==> config.mk <==
export PLATFORM = sky130hd
export DESIGN_NAME = xosera_top
export DESIGN_NICKNAME = d
export VERILOG_FILES = /design/src/source/xosera_pkg.sv /design/src/source/xosera_if.sv /design/src/source/xosera_top.sv /design/src/source/audio_pwm.sv /design/src/source/pixel_fetch.sv /design/src/source/vram.sv /design/src/source/video_timing.sv /design/src/source/bus_reg_ctrl.sv
export SDC_FILE = /design/constraint.sdc
export NUM_CORES = 2
export LEC_CHECK = 0
export BUFFER_PORTS_ARGS = -buffer_cell sky130_fd_sc_hd__buf_2
export CAP_MARGIN = 20
export CORE_ASPECT_RATIO = 1.75
export CORE_MARGIN = 5
export CORE_UTILIZATION = 45
export DETAILED_ROUTE_END_ITERATION = 10
export PLACE_DENSITY_LB_ADDON = 0.08
export RECOVER_POWER = 25
export SLEW_MARGIN = 15
export SYNTH_ARGS = -nofsm -noshare
export SYNTH_HDL_FRONTEND = slang
export SYNTH_SLANG_ARGS = --single-unit
==> constraint.sdc <==
create_clock -name pclk -period 5.48 [get_ports pclk]
set_input_delay 0.548 -clock pclk [delete_from_list [all_inputs] [get_ports pclk]]
set_output_delay 0.548 -clock pclk [all_outputs]
set_load 0.005 [all_outputs]
==> src/source/xosera_pkg.sv <==
// ##################################################
// shared constants and enums of the controller
// video timings are tiny, for fast simulation only
// one VRAM word per visible pixel, no scrolling
// ##################################################

package xosera_pkg;

    // horizontal line in pixels
    localparam int H_ACTIVE = 16;
    localparam int H_FRONT  = 2;
    localparam int H_SYNC   = 4;
    localparam int H_BACK   = 2;
    localparam int H_TOTAL  = H_ACTIVE + H_FRONT + H_SYNC + H_BACK;   // 24

    // vertical frame in lines
    localparam int V_ACTIVE = 8;
    localparam int V_FRONT  = 1;
    localparam int V_SYNC   = 2;
    localparam int V_BACK   = 1;
    localparam int V_TOTAL  = V_ACTIVE + V_FRONT + V_SYNC + V_BACK;   // 12

    localparam int H_CW = $clog2(H_TOTAL);        // pixel counter width
    localparam int V_CW = $clog2(V_TOTAL);        // line counter width

    localparam int VRAM_WORDS = 128;              // H_ACTIVE * V_ACTIVE
    localparam int VRAM_AW    = 7;                // VRAM word address width

    localparam int AUDIO_W = 8;                   // level and PWM counter width

    typedef enum logic [3:0] {
        REG_WR_ADDR = 4'd0,                       // VRAM write address
        REG_DATA    = 4'd1,                       // write data, bumps write addr
        REG_RD_ADDR = 4'd2,                       // VRAM read address
        REG_RD_DATA = 4'd3,                       // prefetched word, read only
        REG_AUDIO   = 4'd4                        // left level high, right low
    } reg_num_e;

    typedef enum logic {
        CTRL_IDLE,
        CTRL_PREFETCH                             // VRAM read in progress
    } ctrl_state_e;

endpackage
==> src/source/xosera_if.sv <==
// ##################################################
// host bus and video timing bundles
// bus signals are plain sampled levels, no handshake
// ##################################################

interface host_bus_if;
    logic       cs_n;                             // select, active low
    logic       rd_nwr;                           // 1 read, 0 write
    logic       bytesel;                          // 0 even (high) byte, 1 odd
    logic [3:0] reg_num;                          // 16-bit register number
    logic [7:0] data_in;                          // host to controller
    logic [7:0] data_out;                         // controller to host
    logic       out_ena;                          // drive data bus

    modport ctrl (
        input  cs_n, rd_nwr, bytesel, reg_num, data_in,
        output data_out, out_ena
    );
endinterface

interface vid_if;
    import xosera_pkg::*;

    logic [H_CW-1:0] h_count;                     // pixel within line
    logic [V_CW-1:0] v_count;                     // line within frame
    logic            de;                          // visible area
    logic            hsync;                       // active high
    logic            vsync;                       // active high

    modport source (output h_count, v_count, de, hsync, vsync);
    modport sink   (input  h_count, v_count, de, hsync, vsync);
endinterface

==> src/source/xosera_top.sv <==
// ##################################################
// top level, data bus split into in, out and enable
// external asynchronous reset, no PLL
// ##################################################

module xosera_top (
    input  logic       pclk,
    input  logic       rst_n_i,
    input  logic       bus_cs_n_i,
    input  logic       bus_rd_nwr_i,
    input  logic       bus_bytesel_i,
    input  logic [3:0] bus_reg_num_i,
    input  logic [7:0] bus_data_i,
    output logic [7:0] bus_data_o,
    output logic       bus_oe_o,
    output logic [3:0] red_o,
    output logic [3:0] green_o,
    output logic [3:0] blue_o,
    output logic       hsync_o,
    output logic       vsync_o,
    output logic       de_o,
    output logic       audio_l_o,
    output logic       audio_r_o
);
    import xosera_pkg::*;

    logic [VRAM_AW-1:0] a_addr;                   // host side VRAM port
    logic               a_we;
    logic [15:0]        a_wdata;
    logic [15:0]        a_rdata;
    logic [VRAM_AW-1:0] b_addr;                   // display side VRAM port
    logic [15:0]        b_rdata;
    logic [AUDIO_W-1:0] level_l;
    logic [AUDIO_W-1:0] level_r;

    host_bus_if bus ();
    vid_if      vid ();

    assign bus.cs_n    = bus_cs_n_i;
    assign bus.rd_nwr  = bus_rd_nwr_i;
    assign bus.bytesel = bus_bytesel_i;
    assign bus.reg_num = bus_reg_num_i;
    assign bus.data_in = bus_data_i;
    assign bus_data_o  = bus.data_out;
    assign bus_oe_o    = bus.out_ena;

    bus_reg_ctrl i_ctrl (
        .pclk(pclk), .rst_n_i(rst_n_i), .bus(bus),
        .vram_addr_o(a_addr), .vram_we_o(a_we), .vram_wdata_o(a_wdata),
        .vram_rdata_i(a_rdata), .audio_l_o(level_l), .audio_r_o(level_r)
    );

    video_timing i_timing (.pclk(pclk), .rst_n_i(rst_n_i), .vid(vid));

    vram i_vram (
        .pclk(pclk), .a_addr_i(a_addr), .a_we_i(a_we), .a_wdata_i(a_wdata),
        .a_rdata_o(a_rdata), .b_addr_i(b_addr), .b_rdata_o(b_rdata)
    );

    pixel_fetch i_fetch (
        .pclk(pclk), .rst_n_i(rst_n_i), .vid(vid),
        .vram_addr_o(b_addr), .vram_rdata_i(b_rdata),
        .red_o(red_o), .green_o(green_o), .blue_o(blue_o),
        .hsync_o(hsync_o), .vsync_o(vsync_o), .de_o(de_o)
    );

    audio_pwm i_audio (
        .pclk(pclk), .rst_n_i(rst_n_i), .level_l_i(level_l), .level_r_i(level_r),
        .audio_l_o(audio_l_o), .audio_r_o(audio_r_o)
    );

endmodule

==> src/source/audio_pwm.sv <==
// ##################################################
// two channel PWM, period is 2**AUDIO_W cycles
// levels are taken at counter wrap only
// level 0 is silent, full scale is one cycle short
// ##################################################

module audio_pwm (
    input  logic                           pclk,
    input  logic                           rst_n_i,
    input  logic [xosera_pkg::AUDIO_W-1:0] level_l_i,
    input  logic [xosera_pkg::AUDIO_W-1:0] level_r_i,
    output logic                           audio_l_o,
    output logic                           audio_r_o
);
    import xosera_pkg::*;

    logic [AUDIO_W-1:0] pwm_cnt;                  // shared free-running count
    logic [AUDIO_W-1:0] lvl_l;                    // level for this period
    logic [AUDIO_W-1:0] lvl_r;

    always_ff @(posedge pclk or negedge rst_n_i) begin
        if (!rst_n_i) begin
            pwm_cnt   <= '0;
            lvl_l     <= '0;
            lvl_r     <= '0;
            audio_l_o <= 1'b0;
            audio_r_o <= 1'b0;
        end else begin
            pwm_cnt <= pwm_cnt + 1'b1;
            if (&pwm_cnt) begin                   // wrap, new period
                lvl_l <= level_l_i;
                lvl_r <= level_r_i;
            end
            audio_l_o <= (pwm_cnt < lvl_l);
            audio_r_o <= (pwm_cnt < lvl_r);
        end
    end

endmodule

==> src/source/pixel_fetch.sv <==
// ##################################################
// display side VRAM read and colour output
// sync and enable are delayed 1 cycle to meet the data
// colour is forced to zero outside the visible area
// ##################################################

module pixel_fetch (
    input  logic                           pclk,
    input  logic                           rst_n_i,
    vid_if.sink                            vid,
    output logic [xosera_pkg::VRAM_AW-1:0] vram_addr_o,
    input  logic [15:0]                    vram_rdata_i,
    output logic [3:0]                     red_o,
    output logic [3:0]                     green_o,
    output logic [3:0]                     blue_o,
    output logic                           hsync_o,
    output logic                           vsync_o,
    output logic                           de_o
);
    import xosera_pkg::*;

    // row * H_ACTIVE + col, junk in blanking but never shown
    assign vram_addr_o = VRAM_AW'(vid.v_count * H_ACTIVE + vid.h_count);

    always_ff @(posedge pclk or negedge rst_n_i) begin
        if (!rst_n_i) begin
            hsync_o <= 1'b0;
            vsync_o <= 1'b0;
            de_o    <= 1'b0;
        end else begin
            hsync_o <= vid.hsync;                 // same lag as VRAM read
            vsync_o <= vid.vsync;
            de_o    <= vid.de;
        end
    end

    assign {red_o, green_o, blue_o} = de_o ? vram_rdata_i[11:0] : 12'h000;

endmodule

==> src/source/vram.sv <==
// ##################################################
// dual port word memory, 1 cycle read latency
// no reset, contents are unknown until written
// port A reads old data on a same-address write
// ##################################################

module vram (
    input  logic                           pclk,
    input  logic [xosera_pkg::VRAM_AW-1:0] a_addr_i,
    input  logic                           a_we_i,
    input  logic [15:0]                    a_wdata_i,
    output logic [15:0]                    a_rdata_o,
    input  logic [xosera_pkg::VRAM_AW-1:0] b_addr_i,
    output logic [15:0]                    b_rdata_o
);
    import xosera_pkg::*;

    logic [15:0] mem [VRAM_WORDS];

    always_ff @(posedge pclk) begin               // host port
        if (a_we_i)
            mem[a_addr_i] <= a_wdata_i;
        a_rdata_o <= mem[a_addr_i];
    end

    always_ff @(posedge pclk) begin               // display port
        b_rdata_o <= mem[b_addr_i];
    end

endmodule

==> src/source/video_timing.sv <==
// ##################################################
// pixel and line counters with sync and enable decode
// outputs are decoded from the counts, not registered
// frame starts in vertical blanking after reset
// ##################################################

module video_timing (
    input  logic pclk,
    input  logic rst_n_i,
    vid_if.source vid
);
    import xosera_pkg::*;

    logic h_last;                                 // last pixel of line
    logic v_last;                                 // last line of frame

    assign h_last = (vid.h_count == H_CW'(H_TOTAL - 1));
    assign v_last = (vid.v_count == V_CW'(V_TOTAL - 1));

    always_ff @(posedge pclk or negedge rst_n_i) begin
        if (!rst_n_i) begin
            vid.h_count <= '0;
            vid.v_count <= V_CW'(V_ACTIVE);       // start in front porch
        end else begin
            if (h_last) begin
                vid.h_count <= '0;
                if (v_last)
                    vid.v_count <= '0;
                else
                    vid.v_count <= vid.v_count + 1'b1;
            end else begin
                vid.h_count <= vid.h_count + 1'b1;
            end
        end
    end

    assign vid.de    = (vid.h_count < H_ACTIVE) && (vid.v_count < V_ACTIVE);
    assign vid.hsync = (vid.h_count >= H_ACTIVE + H_FRONT) &&
                       (vid.h_count <  H_ACTIVE + H_FRONT + H_SYNC);
    assign vid.vsync = (vid.v_count >= V_ACTIVE + V_FRONT) &&
                       (vid.v_count <  V_ACTIVE + V_FRONT + V_SYNC);

endmodule

==> src/source/bus_reg_ctrl.sv <==
// ##################################################
// register decode for the 8-bit host bus
// host must leave 3+ idle cycles between accesses
// so a write or prefetch finishes before the next one
// addresses wrap at VRAM_WORDS
// ##################################################

module bus_reg_ctrl (
    input  logic                              pclk,
    input  logic                              rst_n_i,
    host_bus_if.ctrl                          bus,
    output logic [xosera_pkg::VRAM_AW-1:0]    vram_addr_o,
    output logic                              vram_we_o,
    output logic [15:0]                       vram_wdata_o,
    input  logic [15:0]                       vram_rdata_i,
    output logic [xosera_pkg::AUDIO_W-1:0]    audio_l_o,
    output logic [xosera_pkg::AUDIO_W-1:0]    audio_r_o
);
    import xosera_pkg::*;

    reg_num_e           reg_num;
    logic               wr_acc;                   // sampled write access
    logic               rd_acc;                   // sampled read access
    logic [7:0]         even_q;                   // latched even byte
    logic [15:0]        commit_word;              // word formed on odd write
    logic [VRAM_AW-1:0] wr_addr;
    logic [VRAM_AW-1:0] rd_addr;
    logic [15:0]        rd_word;                  // prefetched VRAM word
    logic [15:0]        rd_val;                   // word selected for reads
    ctrl_state_e        state;
    logic               pf_first;                 // VRAM read still in flight

    assign reg_num     = reg_num_e'(bus.reg_num);
    assign wr_acc      = !bus.cs_n && !bus.rd_nwr;
    assign rd_acc      = !bus.cs_n && bus.rd_nwr;
    assign commit_word = {even_q, bus.data_in};   // big-endian
    assign vram_addr_o = (state == CTRL_PREFETCH) ? rd_addr : wr_addr;   // port A share

    always_comb begin
        case (reg_num)
            REG_WR_ADDR: rd_val = 16'(wr_addr);
            REG_DATA:    rd_val = vram_wdata_o;   // last word written
            REG_RD_ADDR: rd_val = 16'(rd_addr);
            REG_RD_DATA: rd_val = rd_word;
            REG_AUDIO:   rd_val = {audio_l_o, audio_r_o};
            default:     rd_val = '0;             // unused numbers read zero
        endcase
    end

    always_ff @(posedge pclk) begin
        if (wr_acc && !bus.bytesel)
            even_q <= bus.data_in;
        if (wr_acc && bus.bytesel && reg_num == REG_DATA)
            vram_wdata_o <= commit_word;
        if (state == CTRL_PREFETCH && !pf_first)
            rd_word <= vram_rdata_i;              // second cycle, data valid
    end

    always_ff @(posedge pclk or negedge rst_n_i) begin
        if (!rst_n_i) begin
            wr_addr      <= '0;
            rd_addr      <= '0;
            audio_l_o    <= '0;
            audio_r_o    <= '0;
            vram_we_o    <= 1'b0;
            state        <= CTRL_IDLE;
            pf_first     <= 1'b0;
            bus.data_out <= '0;
            bus.out_ena  <= 1'b0;
        end else begin
            vram_we_o <= 1'b0;                    // one cycle pulse
            if (vram_we_o)
                wr_addr <= wr_addr + 1'b1;        // bump with the write
            if (state == CTRL_PREFETCH) begin
                pf_first <= 1'b0;
                if (!pf_first)
                    state <= CTRL_IDLE;
            end
            if (bus.cs_n)
                bus.out_ena <= 1'b0;
            if (wr_acc && bus.bytesel) begin      // odd byte commits
                case (reg_num)
                    REG_WR_ADDR: wr_addr <= commit_word[VRAM_AW-1:0];
                    REG_DATA:    vram_we_o <= 1'b1;
                    REG_RD_ADDR: begin
                        rd_addr  <= commit_word[VRAM_AW-1:0];
                        state    <= CTRL_PREFETCH;
                        pf_first <= 1'b1;
                    end
                    REG_AUDIO: begin
                        audio_l_o <= even_q;
                        audio_r_o <= bus.data_in;
                    end
                    default: ;                    // writes ignored
                endcase
            end
            if (rd_acc) begin
                bus.data_out <= bus.bytesel ? rd_val[7:0] : rd_val[15:8];
                bus.out_ena  <= 1'b1;
                if (bus.bytesel && reg_num == REG_RD_DATA) begin
                    rd_addr  <= rd_addr + 1'b1;   // next word
                    state    <= CTRL_PREFETCH;
                    pf_first <= 1'b1;
                end
            end
        end
    end

    a_we_no_prefetch: assert property (@(posedge pclk) disable iff (!rst_n_i)
        !(vram_we_o && state == CTRL_PREFETCH));
    a_we_single: assert property (@(posedge pclk) disable iff (!rst_n_i)
        vram_we_o |=> !vram_we_o);

endmodule

Word-level counts from Yosys, hierarchy flattened
Memory sizes are Yosys's and may differ from the RTL's. A register that Yosys moved wholly into a read port is not among the register bits.
Cells that the tools add are included.
{"block": "op_classes", "n_addsub": 6, "mul": 0, "n_div": 0, "n_lt_le_gt_ge": 8, "n_eq_ne": 6, "shift": 0, "muxes": 30, "bitwise_logic": 0, "n_reduce_logical": 18}
{"cell": "$pmux 16 s5", "count": 1}
{"cell": "$mux 7", "count": 8}
{"cell": "$mux 1", "count": 17}
{"cell": "$lt 8x8->1", "count": 2}
{"cell": "$add 7x1->7 const B", "count": 2}
{"cell": "$mux 12", "count": 1}
{"cell": "$logic_and 1x1->1", "count": 10}
{"cell": "$lt 5x5->1 const B", "count": 2}
{"cell": "$add 8x1->8 const B", "count": 1}
{"cell": "$eq 4x2->1 const B", "count": 2}
{"cell": "$lt 4x4->1 const B", "count": 2}
{"cell": "$mux 8", "count": 1}
{"cell": "$reduce_and 8->1", "count": 1}
{"cell": "$add 7x5->7", "count": 1}
{"cell": "$add 5x1->5 const B", "count": 1}
{"cell": "$eq 5x5->1 const B", "count": 1}
{"cell": "$ge 5x5->1 const B", "count": 1}
{"cell": "$mux 5", "count": 1}
{"cell": "$add 4x1->4 const B", "count": 1}
{"cell": "$eq 4x1->1 const B", "count": 1}
{"cell": "$eq 4x3->1 const B", "count": 1}
{"cell": "$eq 4x4->1 const B", "count": 1}
{"cell": "$ge 4x4->1 const B", "count": 1}
{"cell": "$logic_not 1->1", "count": 4}
{"cell": "other kinds (4)", "count": 4}
{"block": "totals", "ff_bits": 120, "latch_bits": 0, "mem_bits_rw": 2048, "romBits": 0, "input_bits": 17, "output_inout_bits": 26, "wordCells": 91, "n_memories": 1}
{"memory": "i_vram.mem", "words": 128, "width": 16, "rd": 2, "rd_clocked_by_memory_dff": 2, "wr": 1, "line_no": "vram.sv:18", "source": "logic [15:0] mem [VRAM_WORDS];"}

Longest topological paths before layout
{"block": "logic_depth", "word_depth": 6, "depth_mapped": 13, "depth_no_buf": 8}

Modules after synthesis
Synthesis repeated with hierarchy kept, for this count alone.
{"block": "unflattened", "hier_cells": 5631, "area_unflattened_um2": 101235.8}
{"module": "vram", "instances": 1, "cells_each": 5175, "area_per_inst_um2": 95490.3, "seq_area_each_um2": 62139.6}
{"module": "bus_reg_ctrl", "instances": 1, "cells_each": 273, "area_per_inst_um2": 3642.2, "seq_area_each_um2": 2252.2}
{"module": "audio_pwm", "instances": 1, "cells_each": 112, "area_per_inst_um2": 1371.3, "seq_area_each_um2": 650.6}
{"module": "video_timing", "instances": 1, "cells_each": 48, "area_per_inst_um2": 496.7, "seq_area_each_um2": 226.5}
{"module": "pixel_fetch", "instances": 1, "cells_each": 23, "area_per_inst_um2": 235.2, "seq_area_each_um2": 75.1}

Worst setup path after synthesis
No wires, ideal clock.
{"block": "synth_path", "kind": "flip-flop to flip-flop", "start": "register i_ctrl.state", "end": "memory i_vram.mem[66][0] (enable)", "setup_time_ns": 0.389, "arrival_time_ns": 2.868, "required_time_ns": 5.091, "slack_ns": 2.224, "stages_incl_launch_ff": 12, "path_buffers": 7, "period_less_slack_ns": 3.256, "cell_sequence": "dfrtp_1 -> buf_4 -> nor4b_2 -> or2_1 -> buf_2 -> buf_6 -> buf_4 -> buf_4 -> buf_2 -> nand2_1 -> clkbuf_1 -> nor2_1"}
{"block": "synth_via", "elab_chain_len": 1}
{"element": "start, declared", "line_no": "bus_reg_ctrl.sv:30", "source": "ctrl_state_e state;"}
{"element": "start signal, assigned", "line_no": "bus_reg_ctrl.sv:66", "source": "state <= CTRL_IDLE;"}
{"element": "start signal, assigned", "line_no": "bus_reg_ctrl.sv:77", "source": "state <= CTRL_IDLE;"}
{"element": "start signal, assigned", "line_no": "bus_reg_ctrl.sv:87", "source": "state <= CTRL_PREFETCH;"}
{"element": "$mux 7", "line_no": "bus_reg_ctrl.sv:37", "source": "assign vram_addr_o = (state == CTRL_PREFETCH) ? rd_addr : wr_addr;"}
{"element": "end, declared", "line_no": "vram.sv:18"}
Every way passes these cells.

Worst setup path after layout
{"block": "layout_path", "start": "register i_ctrl.vram_wdata_o[11]", "end": "memory i_vram.mem[35][11], data pin"}
{"element": "start, declared", "line_no": "bus_reg_ctrl.sv:14", "source": "output logic [15:0] vram_wdata_o,"}
{"element": "start signal, assigned", "line_no": "bus_reg_ctrl.sv:54", "source": "vram_wdata_o <= commit_word;"}
Straight into the memory's write port.

==> impl_metrics.ini <==
[run_status]
outcome = finished with violations
failed_checks = max-capacitance violations, max-slew violations

[synthesis]
synth-seq-cells = 2196
synth_edf_count = 2088
synth_top_area_frac = 0.673
synth_simple_gate_area_frac = 0.0292
synth_ff_type = edfxtp_1
synth_top_cell_by_area = edfxtp_1
synth_top_family_by_area = compound AO/OA/AOI/OAI gates
async_reset_ff_frac = 0.0364
syn_nets = 5798
synth_area_sq_um = 93200
synthAdderAreaFrac = 0.00309
synth_xor_area_frac = 0.00150
synthMuxAreaShare = 0.0921
synth_compound_area_frac = 0.150
synthCells = 5758
synth_area_leaders = edfxtp_1 67%, a22oi_1 7.4%, mux4_2 4.6%, mux2i_1 4.4%, dfrtp_1 2.1%
synth_seq_area_share = 0.700
synth_area_per_cell_sq_um = 16.2
yosys_warnings = 0
ys_types = 65

[sta]
worst_slew_pin_slew_ns = 4.69
report.final.slew_viol_count = 1063
rsz0062_at_grt = no
fin_crit_ns = 4.90
finalSetupTns_ns = 0
finalSetupViolations = 0
skew_ns = 0.0542
max_freq_ghz = 0.204
hold_viol = 0
relSlewSlack = -2.12
finalCritPeriodShare = 0.895

[detailed_routing]
drc = 0
first_pass_iters = 8
viasPerCell = 7.10
drtAntennaViolNets = 0
routed-via-count = 62521
drtIter0Drc = 8577
routedWlPerCell_microns = 42.1
totalWireLength_microns = 371000

[critical_path]
crit_required_ns = 6.05
path_cells = clkbuf_1 > buf_4
critPathKind = reg2reg
end_kind = register
crit_fanout = 75
critPathBufInv = 2
reg2reg_depth = 2
cp-start-kind = register
cp_slowest_stage_delay_ns = 3.14
worstPathArrival_ns = 5.48
critPathTopFamily = buffers and inverters
crit_slowest_cell = clkbuf_1
path_depth = 2

[placed_design]
dpl.hpwl_microns = 234000
gp_congestion = 0.945
place_area_sq_um = 98900
io_buffers = 42

[clocking]
cts_buffers = 208
clkTransAtPathRegs_ns = 0.06
cts_max_level = 4
cts-resized-gates = 0
postCtsSetupRepairBufs = 0
clock_path_buffers = 4
root_buffer = clkbuf_16
clock_latency_ns = 0.88
cts_sinks = 2196
cts_tree = yes
ctsHoldBuffers = 4

[power]
seq_power_share = 0.449
p_sw_mw = 12.8
comb_power_share = 0.207
p_leak_nw = 34.6
p_per_area_nw_per_um2 = 393
clkPwrFrac = 0.344
internal-power_mw = 28.6
switching_share = 0.310
ir_drop_mv = 0.353

[floorplan]
start_util = 0.451
placementRows = 221
die_w_microns = 354
core_area_sq_um = 207000
die_h_microns = 612
die_area_sq_um = 217000
pin_count = 43

[global_routing]
grt_max_degree = 97
overflow = 0
grt_pass1_wl_microns = 505000
antenna_found_initial = 31
grt_pass1_vias = 61825
globalRouteTotalUtil = 0.333

[final_layout]
syn2layout_area_growth_pct = 13.1
finalNetCount = 5996
layout_commonest_cell = edfxtp_1
drive_gt1_frac = 0.181
final_cell_area_sq_um = 105000
layout_common_cells = 2088 x edfxtp_1, 919 x a22oi_1, 404 x mux2i_1, 349 x buf_4, 212 x clkbuf_16

[hold_path]
holdCritPathClass = in2reg
min_path_cells = 1

[flow_run]
maxCapViolations = 20
-- registers in the layout, summed over array words and instances, names as in the netlist, 4 cells and up --
| name | flops |
|---|---|
| i_ctrl.rd_addr | 7 |
| i_ctrl.audio_l_o | 8 |
| i_audio.pwm_cnt | 8 |
| i_vram.b_rdata_o | 12 |
| i_ctrl.vram_wdata_o | 16 |
| i_timing.vid.v_count | 4 |
| i_vram.mem | 2048 |
| i_timing.vid.h_count | 5 |
| i_ctrl.bus.data_out | 8 |
| i_ctrl.even_q | 8 |
| i_vram.a_rdata_o | 16 |
| i_ctrl.wr_addr | 7 |
| i_audio.lvl_r | 8 |
| i_ctrl.rd_word | 16 |
| i_ctrl.audio_r_o | 8 |
| i_audio.lvl_l | 8 |
-- worst paths after layout --
path / start / endpoint / slack (ns)
setup / recovery: i_ctrl.vram_wdata_o[11] / i_vram.mem[35][11] / 0.58
setup reg to reg: i_ctrl.vram_wdata_o[11] / i_vram.mem[35][11] / 0.58
max in group asynchronous: rst_n_i / i_ctrl.wr_addr[5] / 1.26
hold / removal: bus_data_i[6] / i_ctrl.vram_wdata_o[6] / 0.19
min in group asynchronous: rst_n_i / i_ctrl.bus.out_ena / 1.02
hold reg to reg: i_ctrl.even_q[6] / i_ctrl.vram_wdata_o[14] / 0.45
-- power groups by stage --
stage | registers [mW] | clock network (mW) | logic [mW]
2_1_floorplan | 18.7 | 0 | 3.76
3_3_place_gp | 18.9 | 0 | 8.20
3_5_place_dp | 18.9 | 0 | 8.36
4_1_cts | 18.6 | 14.4 | 8.37
5_1_grt | 18.6 | 15.0 | 8.58
6_report | 18.6 | 14.3 | 8.56
-- layout make-up --
| class | count | area, sq um |
|---|---|---|
| Sequential cell | 2196 | 65300 |
| Multi-Input combinational cell | 3062 | 26300 |
| Clock buffer | 259 | 5600 |
| Fill cell | 16950 | 101000 |
| Tap cell | 2676 | 3350 |
| Inverter | 26 | 103 |
| Clock inverter | 110 | 898 |
| Timing Repair Buffer | 462 | 3770 |
| Antenna cell | 10 | 25.0 |
-- layer usage --
layer	global-route usage	vias to the layer above	wire length, microns
li1	-	24936	-
met1	0.396	32687	128000
met2	0.551	3844	177000
met3	0.0542	1040	30500
met4	0.246	14	34800
met5	0	-	83
-- cell usage after synthesis (12+ instances only) --
cell and instances:
a21o_1 17, a21oi_1 128, a221oi_1 53, a22o_1 34, a22oi_1 920, a31oi_1 44
a41oi_1 191, and2_1 14, and4_1 15, buf_1 45, buf_2 119, buf_4 36
clkbuf_1 264, dfrtp_1 79, dfxtp_1 28, edfxtp_1 2088, ha_1 23, inv_1 26
mux2_2 18, mux2i_1 405, mux4_2 192, nand2_1 92, nand3_1 17, nand4_1 20
nor2_1 184, nor3_1 77, nor4_1 32, o21ai_0 91, o221ai_1 190, o22ai_1 118
o31ai_1 15, o32ai_1 17, or3_1 12, or4_1 26
-- per-stage QoR --
step / hold WS [ns] / util / power (mW) / setup WS (ns) / instances
after floorplan: 0.252 / - / 22.4 / 2.22 / 5758
after global placement: 0.432 / 0.478 / 27.1 / 0.0142 / 8406
after detailed placement: 0.438 / 0.479 / 27.3 / 0.899 / 8418
after CTS: 0.0177 / 0.510 / 41.4 / 0.924 / 8791
after global routing: 0.155 / 0.510 / 42.2 / 0.437 / 8793
final: 0.192 / 0.510 / 41.4 / 0.576 / 8801
-- cells by family (layout without fill, tap and decap cells) --
| kind of cell | after synthesis | count (layout) |
|---|---|---|
| AO/OA/AOI/OAI | 1868 | 1868 |
| XOR/XNOR | 16 | 16 |
| adder cells (fa/ha/maj) | 23 | 23 |
| buffers and inverters | 500 | 857 |
| flip-flops | 2196 | 2196 |
| multiplexers | 615 | 615 |
| other | 0 | 10 |
| AND/OR/NAND/NOR | 540 | 540 |
Note: power is estimated with default switching activity, not from simulation.
